## config.mk

```make
export PLATFORM = sky130hd
export DESIGN_NAME = load_align
export DESIGN_NICKNAME = d
export VERILOG_FILES = /design/src/rtl/lsu_pkg.sv /design/src/rtl/load_align.sv
export SDC_FILE = /design/constraint.sdc
export NUM_CORES = 1
export LEC_CHECK = 0
export BUFFER_PORTS_ARGS = -buffer_cell sky130_fd_sc_hd__buf_2
export CORE_MARGIN = 1
export CORE_UTILIZATION = 44
export DETAILED_ROUTE_END_ITERATION = 12
export GPL_TIMING_DRIVEN = 0
export PLACE_DENSITY_LB_ADDON = 0.12
export SLEW_MARGIN = 20
export SYNTH_ARGS = -nofsm -noshare
export SYNTH_HDL_FRONTEND = slang
export SYNTH_SLANG_ARGS = --single-unit
export TNS_END_PERCENT = 20
```

## constraint.sdc

```tcl
create_clock -name vclk -period 3.5
set_input_delay 0.7 -clock vclk [all_inputs]
set_output_delay 0.7 -clock vclk [all_outputs]
set_load 0.005 [all_outputs]
```

## src/rtl/lsu_pkg.sv

```systemverilog
package lsu_pkg;

	// Data path width of the core
	localparam int xlen = 64;

	// Bytes per doubleword, also byte lanes per bank
	localparam int xbytes = xlen / 8;

	// Architectural register index bits
	localparam int reg_w = 5;

	// Extra bits from the rename stage
	localparam int rn_w = 2;

	// Destination tag carried to write-back
	localparam int rd_w = reg_w + rn_w;

	// Access width of a load or store
	typedef enum logic [1:0] {
		size_b = 2'd0,
		size_h = 2'd1,
		size_w = 2'd2,
		size_d = 2'd3
	} mem_size_e;

	// Unshifted byte enables for an access of the given width
	// Bit 0 is the lowest addressed byte
	function automatic logic [xbytes-1:0] size_mask(mem_size_e size);
		logic [xbytes-1:0] m;
		case (size)
			size_b: begin
				m = 8'b0000_0001;
			end
			size_h: begin
				m = 8'b0000_0011;
			end
			size_w: begin
				m = 8'b0000_1111;
			end
			default: begin
				m = 8'b1111_1111;
			end
		endcase
		return m;
	endfunction

endpackage

```

## src/rtl/load_align.sv

```systemverilog
`timescale 1ns/1ps

module load_align (
	input  logic [lsu_pkg::xlen-1:0]  rdata_a,
	input  logic [lsu_pkg::xlen-1:0]  rdata_b,
	input  lsu_pkg::mem_size_e        size,
	input  logic                      is_unsigned,
	input  logic [3:0]                low_addr,
	output logic [lsu_pkg::xlen-1:0]  data
);

	import lsu_pkg::*;

	// Two bank words in address order
	logic [2*xlen-1:0] window;

	// Window shifted so the access starts at bit 0
	logic [2*xlen-1:0] shifted;

	// Lowest doubleword of the shifted window
	logic [xlen-1:0] field;

	// Odd start puts bank B first
	// Bank A then holds the following doubleword
	assign window = low_addr[3] ? {rdata_a, rdata_b} : {rdata_b, rdata_a};

	// Drop the bytes below the access
	assign shifted = window >> {low_addr[2:0], 3'b000};

	assign field = shifted[xlen-1:0];

	// Pick the width, then extend to xlen
	always_comb begin
		case (size)
			size_b: begin
				if (is_unsigned) begin
					data = {{(xlen-8){1'b0}}, field[7:0]};
				end else begin
					data = {{(xlen-8){field[7]}}, field[7:0]};
				end
			end
			size_h: begin
				if (is_unsigned) begin
					data = {{(xlen-16){1'b0}}, field[15:0]};
				end else begin
					data = {{(xlen-16){field[15]}}, field[15:0]};
				end
			end
			size_w: begin
				if (is_unsigned) begin
					data = {{(xlen-32){1'b0}}, field[31:0]};
				end else begin
					data = {{(xlen-32){field[31]}}, field[31:0]};
				end
			end
			default: begin
				// Full doubleword, nothing to extend
				data = field;
			end
		endcase
	end

endmodule

```

==> report_table.html <==
<table>
<tr><th>Metric</th><th>Value</th></tr>
<tr><th colspan="2">Yosys</th></tr>
<tr><td>Netlist cell types</td><td>40</td></tr>
<tr><td>Total number of yosys warnings</td><td>0</td></tr>
<tr><td>Mapped Nets</td><td>726</td></tr>
<tr><td>Cell Area, Synth</td><td>5020 sq um</td></tr>
<tr><td>Top-area cell type share of the netlist area</td><td>0.282</td></tr>
<tr><td>Post-Synthesis Cells</td><td>591</td></tr>
<tr><td>Cell type with the highest aggregate area in the netlist</td><td>mux4_2</td></tr>
<tr><td>Fraction of the yosys area taken by sequential cells</td><td>0</td></tr>
<tr><td>Synthesized area per cell</td><td>8.50 sq um</td></tr>
<tr><td>Top area cells in the synthesized netlist</td><td>mux4_2 28%, mux2i_1 24%, nand2_1 9.5%, o2111ai_1 5.1%, a32oi_1 3.7%</td></tr>
<tr><th colspan="2">Place</th></tr>
<tr><td>HPWL after detailed placement</td><td>19100 microns</td></tr>
<tr><td>Count of port buffers added during placement</td><td>194</td></tr>
<tr><td>Placed standard-cell area</td><td>6170 sq um</td></tr>
<tr><td>Final weighted congestion in routability-driven placement</td><td>0.993</td></tr>
<tr><th colspan="2">Finish</th></tr>
<tr><td>Cell area after layout</td><td>6290 sq um</td></tr>
<tr><td>CLK BUF</td><td>0</td></tr>
<tr><td>Commonest cells after routing, fill and taps aside</td><td>204 x buf_2, 127 x nand2_1, 120 x mux2i_1</td></tr>
<tr><td>Number of antenna repair diodes</td><td>0</td></tr>
<tr><td>Area taken by flip-flops and latches</td><td>0 sq um</td></tr>
<tr><td>Proportion of layout cells with a drive suffix above 1</td><td>0.430</td></tr>
<tr><td>Number of sequential storage elements</td><td>0</td></tr>
<tr><td>Final core utilization</td><td>0.573</td></tr>
<tr><td>Layout overhead on the synthesized area</td><td>25.3%</td></tr>
<tr><td>Nets@finish</td><td>925</td></tr>
<tr><td>Most common cell after layout, fill and taps aside</td><td>buf_2</td></tr>
<tr><th colspan="2">Die</th></tr>
<tr><td>Floorplan die width</td><td>109 microns</td></tr>
<tr><td>Effective utilization at floorplan</td><td>0.457</td></tr>
<tr><td>Die extent in y</td><td>109 microns</td></tr>
<tr><td>Die footprint</td><td>11800 sq um</td></tr>
<tr><td>Number of ports placed on the die boundary</td><td>199</td></tr>
<tr><td>CORE AREA</td><td>11000 sq um</td></tr>
<tr><td># rows</td><td>38</td></tr>
<tr><th colspan="2">Worst setup path</th></tr>
<tr><td>Maximum cell stage delay along the critical path</td><td>0.41 ns</td></tr>
<tr><td>Crit path max fanout</td><td>10</td></tr>
<tr><td>Required time at the worst-slack endpoint</td><td>2.80 ns</td></tr>
<tr><td>Crit path top cell by count</td><td>buf_2</td></tr>
<tr><td>Critical path launch point type</td><td>input port</td></tr>
<tr><td>Critical-path cell list</td><td>buf_2 &gt; inv_2 &gt; clkbuf_2 &gt; nor2_1 &gt; clkbuf_1 &gt; a222oi_1 &gt; nand3_1 &gt; buf_2</td></tr>
<tr><td>Arrival time at the worst endpoint</td><td>2.81 ns</td></tr>
<tr><td>Critical path start-end classification</td><td>in2out</td></tr>
<tr><td>Crit path capture type</td><td>primary output</td></tr>
<tr><td>Critical Path Slowest Stage Cell</td><td>clkbuf_2</td></tr>
<tr><th colspan="2">STA</th></tr>
<tr><td>Slew margin rel.</td><td>0.289</td></tr>
<tr><td>Final Hold Slack</td><td>1.94 ns</td></tr>
<tr><td>Setup violations, final</td><td>1</td></tr>
<tr><td>F_max</td><td>0.285 GHz</td></tr>
<tr><td>Crit share post-route</td><td>1.00</td></tr>
<tr><td>Post-route minimum period</td><td>3.51 ns</td></tr>
<tr><td>Final hold violation count</td><td>0</td></tr>
<tr><td>Final Slew Violations</td><td>0</td></tr>
<tr><td>Final TNS setup</td><td>-0.00683 ns</td></tr>
<tr><td>Pin slew with the least headroom to its limit</td><td>1.06 ns</td></tr>
<tr><td>Least setup slack across all paths after layout</td><td>-0.00683 ns</td></tr>
<tr><th colspan="2">Power and ir drop</th></tr>
<tr><td>Pwr per Cell Area</td><td>173 nW/um^2</td></tr>
<tr><td>Overall power after layout</td><td>0.00109 W</td></tr>
<tr><td>Peak ir drop on the vdd network</td><td>0.107 mV</td></tr>
<tr><td>Leakage power summed over all cells</td><td>2.97 nW</td></tr>
<tr><th colspan="2">Worst hold path</th></tr>
<tr><td>Worst min-delay path class</td><td>in2out</td></tr>
<tr><th colspan="2">Global route</th></tr>
<tr><td>Antenna violations before repair</td><td>0</td></tr>
<tr><td>Maximum number of pins on one net before global-route repair</td><td>11</td></tr>
<tr><td>Number of global-route vias before repair</td><td>6807</td></tr>
<tr><td>Busiest metal layer after global routing</td><td>met2</td></tr>
<tr><td>First-pass GRT wire length</td><td>39200 microns</td></tr>
<tr><td>Remaining global-route overflow</td><td>0</td></tr>
<tr><td>Met1 Use GR</td><td>0.558</td></tr>
<tr><td>Total track usage</td><td>0.453</td></tr>
<tr><td>Met3 Use GR</td><td>0.148</td></tr>
<tr><td>Met2 routing resource usage after global routing</td><td>0.674</td></tr>
<tr><th colspan="2">Route</th></tr>
<tr><td>Number of antenna-violating nets in the routed design</td><td>0</td></tr>
<tr><td>Initial drt markers</td><td>1048</td></tr>
<tr><td>WL per Instance</td><td>29.6 microns</td></tr>
<tr><td>Via/cell ratio</td><td>7.42</td></tr>
<tr><td>Routed vias</td><td>6882</td></tr>
<tr><td>Final Routed Wirelength</td><td>27500 microns</td></tr>
<tr><td>Detailed-router iteration count before antenna repair</td><td>8</td></tr>
<tr><td>DRC violation count after routing</td><td>0</td></tr>
<tr><th colspan="2">Outcome</th></tr>
<tr><td>Result of the run</td><td>complete, but fails checks</td></tr>
<tr><td>Violated checks</td><td>setup timing</td></tr>
<tr><th colspan="2">Flow run</th></tr>
<tr><td>Max-cap violation count</td><td>0</td></tr>
<tr><th colspan="2">Clocking</th></tr>
<tr><td>Hold_buf cts</td><td>0</td></tr>
</table>
-- area by class of cell --
type	count	area [sq um]
well taps	140	175
plain buffers	73	484
inverters	3	11.3
repair buffers	197	993
fillers	1053	4690
multi-input cells	515	4630
-- timing repair --
item | 4_1_cts | 5_1_grt
cloned | 0 | 0
gates resized for setup | 23 | 23
setup endpoints to repair | 60 | 58
setup buffers | 0 | 3
-- final timing paths --
| kind | start | endpoint | slack [ns] | depth (start not counted) |
|---|---|---|---|---|
| max | low_addr[1] | data[63] | -0.007 | 8 |
| min | rdata_a[1] | data[33] | 1.94 | 6 |
-- power breakdown --
group	internal, W	switching, W
logic	0.000478	0.000610
clock network	0	0
registers	0	0
total	0.000478	0.000610
-- cells by family (layout without fill, tap and decap cells) --
group	Yosys count	after routing	share of synthesized area
compound gates	116	116	0.176
simple gates	197	197	0.178
mux	202	202	0.564
buf+inv	76	273	0.0824
-- through the flow --
step | worst slack (ns) | instances
2_1_floorplan | 0.482 | 591
3_3_place_gp | -0.472 | 925
3_5_place_dp | -0.426 | 925
4_1_cts | -0.0137 | 925
5_1_grt | -0.000231 | 928
6_report | -0.00683 | 928
-- critical path, delay by kind of cell --
family,cells,cell delay [ns]
AOI/OAI and AO/OA,1,0.41
buffers and inverters,5,1.40
and+or+nand+nor,2,0.28
-- synth_stat cells (all sizes together), types with 2 or more instances --
cell type  instances
buf               44
a32oi             21
mux4              63
clkbuf            29
mux2i            122
nor3               2
inv                3
mux2              17
nand3b             2
and2              26
nand2            127
o21ai             21
o2111ai           29
a22oi             12
nor2              13
a311oi            11
and4               3
a31oi             14
o211ai             3
nor2b              4
nand3             13
-- per-layer routing --
metal	share of wire	vias up
met5	0	-
met4	0.080	0
met3	0.16	200
met2	0.41	786
met1	0.35	3147
li1	-	2749
Power figures use the tool's default switching activity.
