## src/rtl/lsu_pkg.sv

```systemverilog
package lsu_pkg;

	// Data path width of the core
	localparam int xlen = 64;

	// Bytes per doubleword, also byte lanes per bank
	localparam int xbytes = xlen / 8;

	// Architectural register index bits
	localparam int reg_w = 5;

	// Extra bits from the rename stage
	localparam int rn_w = 2;

	// Destination tag carried to write-back
	localparam int rd_w = reg_w + rn_w;

	// Access width of a load or store
	typedef enum logic [1:0] {
		size_b = 2'd0,
		size_h = 2'd1,
		size_w = 2'd2,
		size_d = 2'd3
	} mem_size_e;

	// Unshifted byte enables for an access of the given width
	// Bit 0 is the lowest addressed byte
	function automatic logic [xbytes-1:0] size_mask(mem_size_e size);
		logic [xbytes-1:0] m;
		case (size)
			size_b: begin
				m = 8'b0000_0001;
			end
			size_h: begin
				m = 8'b0000_0011;
			end
			size_w: begin
				m = 8'b0000_1111;
			end
			default: begin
				m = 8'b1111_1111;
			end
		endcase
		return m;
	endfunction

endpackage

```

## src/rtl/store_lane.sv

```systemverilog
`timescale 1ns/1ps

module store_lane #(
	parameter int aw = 8
) (
	input  logic [lsu_pkg::xlen-1:0]    addr,
	input  lsu_pkg::mem_size_e          size,
	input  logic [lsu_pkg::xlen-1:0]    data,
	output logic [aw-1:0]               row_a,
	output logic [aw-1:0]               row_b,
	output logic [lsu_pkg::xbytes-1:0]  mask_a,
	output logic [lsu_pkg::xbytes-1:0]  mask_b,
	output logic [lsu_pkg::xlen-1:0]    wdata_a,
	output logic [lsu_pkg::xlen-1:0]    wdata_b
);

	import lsu_pkg::*;

	// Byte offset inside the first doubleword
	logic [2:0] offset;

	// Access starts in an odd doubleword, i.e. in bank B
	logic odd_dw;

	// Row shared by both banks of one 16-byte window
	logic [aw-1:0] row_base;

	// Enables and data over a 16-byte window
	// Low half belongs to the starting doubleword
	logic [2*xbytes-1:0] mask_win;
	logic [2*xlen-1:0] data_win;

	assign offset = addr[2:0];
	assign odd_dw = addr[3];

	// Bits above the bank depth are dropped
	assign row_base = addr[4 +: aw];

	// Slide the size mask up to the byte offset
	assign mask_win = {{xbytes{1'b0}}, size_mask(size)} << offset;

	// Same slide for the data, in bits
	assign data_win = {{xlen{1'b0}}, data} << {offset, 3'b000};

	// Bank B always sees the row of the current window
	assign row_b = row_base;

	// Odd start spills into bank A of the next window
	assign row_a = odd_dw ? row_base + aw'(1) : row_base;

	// Swap halves so each bank gets its own lanes
	always_comb begin
		if (odd_dw) begin
			// First doubleword sits in bank B
			mask_b = mask_win[xbytes-1:0];
			mask_a = mask_win[2*xbytes-1:xbytes];
			wdata_b = data_win[xlen-1:0];
			wdata_a = data_win[2*xlen-1:xlen];
		end else begin
			// First doubleword sits in bank A
			mask_a = mask_win[xbytes-1:0];
			mask_b = mask_win[2*xbytes-1:xbytes];
			wdata_a = data_win[xlen-1:0];
			wdata_b = data_win[2*xlen-1:xlen];
		end
	end

endmodule

```

## config.mk

```make
export PLATFORM = sky130hd
export DESIGN_NAME = store_lane
export DESIGN_NICKNAME = d
export VERILOG_FILES = /design/src/rtl/lsu_pkg.sv /design/src/rtl/store_lane.sv
export SDC_FILE = /design/constraint.sdc
export NUM_CORES = 1
export LEC_CHECK = 0
export BUFFER_PORTS_ARGS = -buffer_cell sky130_fd_sc_hd__buf_2
export CORE_AREA = 2 2 112 114
export DETAILED_ROUTE_END_ITERATION = 8
export DIE_AREA = 0 0 114 116
export PLACE_DENSITY_LB_ADDON = 0.15
export SYNTH_ARGS = -nofsm -noshare
export SYNTH_HDL_FRONTEND = slang
export SYNTH_SLANG_ARGS = --single-unit
```

## constraint.sdc

```tcl
create_clock -name vclk -period 1.6
set_clock_uncertainty 0.15 [all_clocks]
set_input_delay 0.08 -clock vclk [all_inputs]
set_output_delay 0.08 -clock vclk [all_outputs]
set_load 0.005 [all_outputs]
```

==> impl_metrics.py, run 1 <==
metrics = {
    "grt": {
        "grt_pass1_vias": 5296,
        "grt_overflow": 0,
        "grtUsageTotal_pct": 28.5,
        "grt_pass1_wl_mm": 30.3,
        "antenna_found_initial": 0,
        "grt_max_degree": 55,
    },
    "setup_path": {
        "setup.worst_path.end": "wdata_b[30]",
        "cp-startpoint": "addr[0]",
        "cp.arrival_ns": 1.46,
        "setup.worst_path.end_class": "output pin",
        "cp_max_fo": 7,
        "start_kind": "input port",
        "required_ns": 1.37,
        "path_class": "input port to output pin",
    },
    "power_and_ir_drop": {
        "p_total_w": 0.00257,
        "p_per_area_nw_per_um2": 361,
        "peakVddDrop_mv": 0.148,
        "p_leak_nw": 3.56,
    },
    "drt": {
        "wl_mm": 21.0,
        "drc": 0,
        "antenna_left": 0,
        "drt-met1-wl_mm": 9.65,
        "wl_met2_mm": 9.83,
        "first_pass_iters": 5,
        "wl_met3_mm": 1.28,
        "vias_per_cell": 5.83,
        "highest_layer": "met4",
        "vias": 5796,
        "wire_per_inst_um": 21.1,
        "drt-initial-drc-count": 439,
    },
    "floorplan": {
        "die_h_um": 116,
        "coreArea_um2": 11900,
        "die_area_um2": 13200,
        "die_w_um": 114,
        "io-pin-count": 290,
        "start_util_pct": 34.2,
        "rows": 40,
    },
    "placed_design": {
        "place.gp.congestion": 0.880,
        "place_area_um2": 5930,
        "hpwl_mm": 15.8,
        "port_buffers": 238,
    },
    "layout": {
        "fin_area_um2": 7110,
        "layout_common_cells": "231 x buf_2, 90 x buf_4, 63 x mux2i_1",
        "multi_input_area_um2": 4280,
        "fill_cells": 1143,
        "fin_util_pct": 59.7,
        "seq_area_um2": 0,
        "clock_buffers": 0,
        "final_common_cell": "buf_2",
        "layout-drive-gt1-share_pct": 61.7,
        "seq_cell_count": 0,
        "syn_to_final_growth_pct": 74.8,
        "nets": 979,
    },
    "timing": {
        "fin_setup_tns_ns": -2.00,
        "slew_headroom_pct": 77.1,
        "timing.hold.ws_ns": 0.208,
        "fmax_mhz": 593,
        "rsz0062_at_grt": "yes",
        "finalMaxSlewViolations": 0,
        "min_period_over_period_pct": 105,
        "post-route-min-period_ns": 1.69,
        "setup_slack_ns": -0.0863,
        "hold_viol_final": 0,
        "tightest_slew_ns": 0.344,
        "finalSetupViolations": 52,
    },
    "logic_synthesis": {
        "synthTopCellsByArea": "mux2i_1 20%, mux2_2 9.1%, a22o_1 8.6%",
        "syn_avg_cell_area_um2": 7.51,
        "ys_types": 46,
        "synth_top_area_cell": "mux2i_1",
        "synth_top_area_share_pct": 20.4,
        "synth_nets": 673,
        "yosysSeqAreaShare_pct": 0,
        "syn_inst": 542,
        "syn-cell-area_um2": 4070,
        "synth_warnings": 0,
    },
    "status": {
        "status": "finished with violations",
        "failed_checks": "negative setup slack",
    },
    "hold_path": {
        "hold_class": "input port to output pin",
        "min_from": "addr[11]",
    },
    "flow_run": {
        "cap_violations": 0,
    },
    "clock_network": {
        "cts_hold_buffers": 0,
    },
}
[per-stage QoR]
step                      setup slack (ns)  instances
after floorplan                      0.107        542
after global placement              -0.260        966
after detailed placement            -0.323        966
after CTS                           -0.118        978
after global routing                -0.137        993
final                              -0.0863        994
[worst min path at each step]
stage | end | cells after the start
6_report | row_b[7] | 2
5_1_grt | row_b[7] | 2
4_1_cts | row_b[7] | 2
3_5_place_dp | row_b[7] | 2
3_3_place_gp | row_b[7] | 2
2_1_floorplan | row_a[0] | 1
[cell type report]
type | count | share of cell area [%]
Timing Repair Buffer | 369 | 36.8
Tap cell | 147 | 2.59
Antenna cell | 1 | 0.0352
Multi-Input combinational cell | 471 | 60.2
Inverter | 6 | 0.369
[report_power, final]
| part | leakage, nW | total, W | internal (W) | switching [W] |
|---|---|---|---|---|
| Clock | 0.00000634 | 0.0000000000840 | 0.0000000000840 | 0 |
| Combinational | 3.56 | 0.00257 | 0.00132 | 0.00125 |
| Sequential | 0 | 0 | 0 | 0 |
| Total | 3.56 | 0.00257 | 0.00132 | 0.00125 |
[cell usage after synthesis (9+ instances only)]
library cell  count
clkbuf_1         26
mux2_2           33
nand2_1          27
nor2_1           38
o22ai_1          33
a22oi_1          18
nand2b_1         18
a21o_1           11
mux2i_1          83
o21ai_0          32
buf_2            19
a21oi_1          31
buf_4             9
o2bb2ai_1         9
nand3_1          14
a22o_1           40
[cell families (layout without fill, tap and decap cells)]
family | count (synthesis) | in the layout | share of synthesized area [%]
muxes | 132 | 132 | 36.9
buffers and inverters | 72 | 375 | 10.3
adders and majority gates | 1 | 1 | 0.307
other | 0 | 1 | 0
and+or+nand+nor | 120 | 121 | 14.1
AOI/OAI and AO/OA | 210 | 210 | 36.9
xor gates and xnor gates | 7 | 7 | 1.51
[critical path, stage by stage]
cell     delay, ns
buf_16        0.12
buf_12        0.14
buf_6         0.12
buf_6         0.11
mux2i_1       0.11
mux2_4        0.28
or2_1         0.22
mux2i_1       0.13
buf_2         0.13
[layer usage]
metal | vias up | track usage (%)
met5 | - | 0
met2 | 279 | 46.9
met3 | 25 | 2.09
met1 | 2755 | 41.8
li1 | 2737 | -
met4 | 0 | 4.15
[timing repair]
item                       4_1_cts  5_1_grt
gates cloned                     4        4
buffers inserted                 9       17
setup endpoints to repair      133      130
resized for setup              100      118
pin swaps                       25       32
Note: power is estimated with default switching activity, not from simulation.
==> inputs of run 2 (changes only) <==
--- a/config.mk
+++ b/config.mk
@@ -10,6 +10,7 @@
 export DETAILED_ROUTE_END_ITERATION = 8
 export DIE_AREA = 0 0 114 116
 export PLACE_DENSITY_LB_ADDON = 0.15
+export SKIP_LAST_GASP = 1
 export SYNTH_ARGS = -nofsm -noshare
 export SYNTH_HDL_FRONTEND = slang
 export SYNTH_SLANG_ARGS = --single-unit
==> run 2 against run 1 <==
Against the previous run: the flow still finishes with violations (negative setup slack); maximum frequency down 2.0%; routed wire length is 0.63% lower; core utilization decreased by 0.99 points; global-route usage is 0.11 points lower; combinational power shrank 2%; sequential share of layout area unchanged; power is 1.8% lower.
==> impl_metrics.py, run 2 (synthesis gave the netlist of run 1 again) <==
metrics = {
    "status": {
        "status": "finished with violations",
        "failed_checks": "negative setup slack",
    },
    "drt": {
        "vias": 5807,
        "antenna_left": 0,
        "drc": 0,
        "first_pass_iters": 4,
        "wire_per_inst_um": 21.0,
        "vias_per_cell": 5.85,
        "drt-initial-drc-count": 410,
        "wl_mm": 20.9,
    },
    "timing": {
        "setup_slack_ns": -0.120,
        "post-route-min-period_ns": 1.72,
        "min_period_over_period_pct": 108,
        "tightest_slew_ns": 0.445,
        "hold_viol_final": 0,
        "slew_headroom_pct": 70.3,
        "fmax_mhz": 581,
        "finalMaxSlewViolations": 0,
        "rsz0062_at_grt": "yes",
        "timing.hold.ws_ns": 0.208,
        "finalSetupViolations": 59,
    },
    "power_and_ir_drop": {
        "p_total_w": 0.00252,
        "seqPwrFrac_pct": 0,
        "switching_power_w": 0.00123,
        "peakVddDrop_mv": 0.148,
        "p_per_area_nw_per_um2": 361,
        "p_leak_nw": 3.52,
        "p_int_w": 0.00129,
        "switching_share_pct": 48.7,
        "clockPowerShare_pct": 0,
        "pwr-share-comb_pct": 100.0,
    },
    "grt": {
        "grt_pass1_wl_mm": 30.2,
        "grtUsageTotal_pct": 28.4,
        "antenna_found_initial": 0,
        "grt_max_degree": 55,
        "grt_overflow": 0,
        "grt_pass1_vias": 5276,
    },
    "floorplan": {
        "start_util_pct": 34.2,
        "die_w_um": 114,
        "die_area_um2": 13200,
        "die_h_um": 116,
        "rows": 40,
        "coreArea_um2": 11900,
        "io-pin-count": 290,
    },
    "setup_path": {
        "start_kind": "input port",
        "path_class": "input port to output pin",
        "setup.worst_path.end_class": "output pin",
        "cp_max_fo": 5,
        "cp.arrival_ns": 1.49,
        "required_ns": 1.37,
    },
    "layout": {
        "stdcell_count": 993,
        "fill_cells": 1149,
        "layout_common_cells": "233 x buf_2, 88 x buf_4, 63 x mux2i_1",
        "clock_buffers": 0,
        "final_common_cell": "buf_2",
        "layout-drive-gt1-share_pct": 61.1,
        "seq_cell_count": 0,
        "fin_util_pct": 58.7,
        "nets": 978,
        "syn_to_final_growth_pct": 71.9,
        "seq_area_um2": 0,
    },
    "placed_design": {
        "hpwl_mm": 15.8,
        "place.gp.congestion": 0.880,
        "port_buffers": 238,
        "post-place-cells": 966,
    },
    "flow_run": {
        "cap_violations": 0,
    },
    "hold_path": {
        "min_path_cells": 2,
        "hold_class": "input port to output pin",
    },
}
[run 2: cell types whose count changed in the layout (fill, tap and decap cells not counted), sizes merged]
| cell | change |
|---|---|
| clkbuf | -2 |
| buf | +1 |
| nor2 | +1 |
| or2 | -1 |
[run 2: final timing paths]
check	from	slack, ns	to
worst max-delay path	addr[0]	-0.12	wdata_b[48]
worst min-delay path	addr[11]	0.21	row_b[7]
[run 2: per-stage QoR]
stage / area (µm²) / setup TNS, ns / setup WS (ns)
6_report: 7000 / -2.28 / -0.120
5_1_grt: 6990 / -5.78 / -0.145
4_1_cts: 6440 / -2.67 / -0.118
3_5_place_dp: 5930 / -17.12 / -0.323
3_3_place_gp: 5930 / -14.19 / -0.260
2_1_floorplan: 4070 / 0 / 0.107
[run 2: cell type report]
type / instances / area, µm² / share of cell area, %
Multi-Input combinational cell: 471 / 4210 / 60.2
Tap cell: 147 / 184 / 2.63
Inverter: 6 / 26.3 / 0.376
Timing Repair Buffer: 368 / 2570 / 36.8
Antenna cell: 1 / 2.50 / 0.0358
[run 2: timing repair]
item / in CTS / in global routing
pin swaps: 25 / 29
setup buffers: 9 / 17
gates resized for setup: 91 / 115
hold buffers: 0 / 0
setup endpoints to repair: 133 / 138
cloned: 4 / 2
[run 2: power by group through the flow]
stage / combinational [W] / sequential (W) / clock [W]
2_1_floorplan: 0.00114 / 0 / 0
3_3_place_gp: 0.00207 / 0 / 0
3_5_place_dp: 0.00209 / 0 / 0
4_1_cts: 0.00229 / 0 / 0
5_1_grt: 0.00269 / 0 / 0
6_report: 0.00252 / 0 / 0.0000000000840
[run 2: worst max-delay path, cell delays in order]
cell and delay, ns:
buf_16 0.12, buf_12 0.14, buf_6 0.12, mux2i_4 0.20, a2bb2oi_2 0.15, a221o_1 0.36
a2bb2o_2 0.22, buf_2 0.10
[run 2: per-layer routing]
metal,global-route usage [%],wire [µm],vias up
li1,-,-,2727
met1,41.7,9680,2778
met2,46.6,9710,276
met3,2.09,1240,26
met4,4.23,242,0
met5,0,0,-
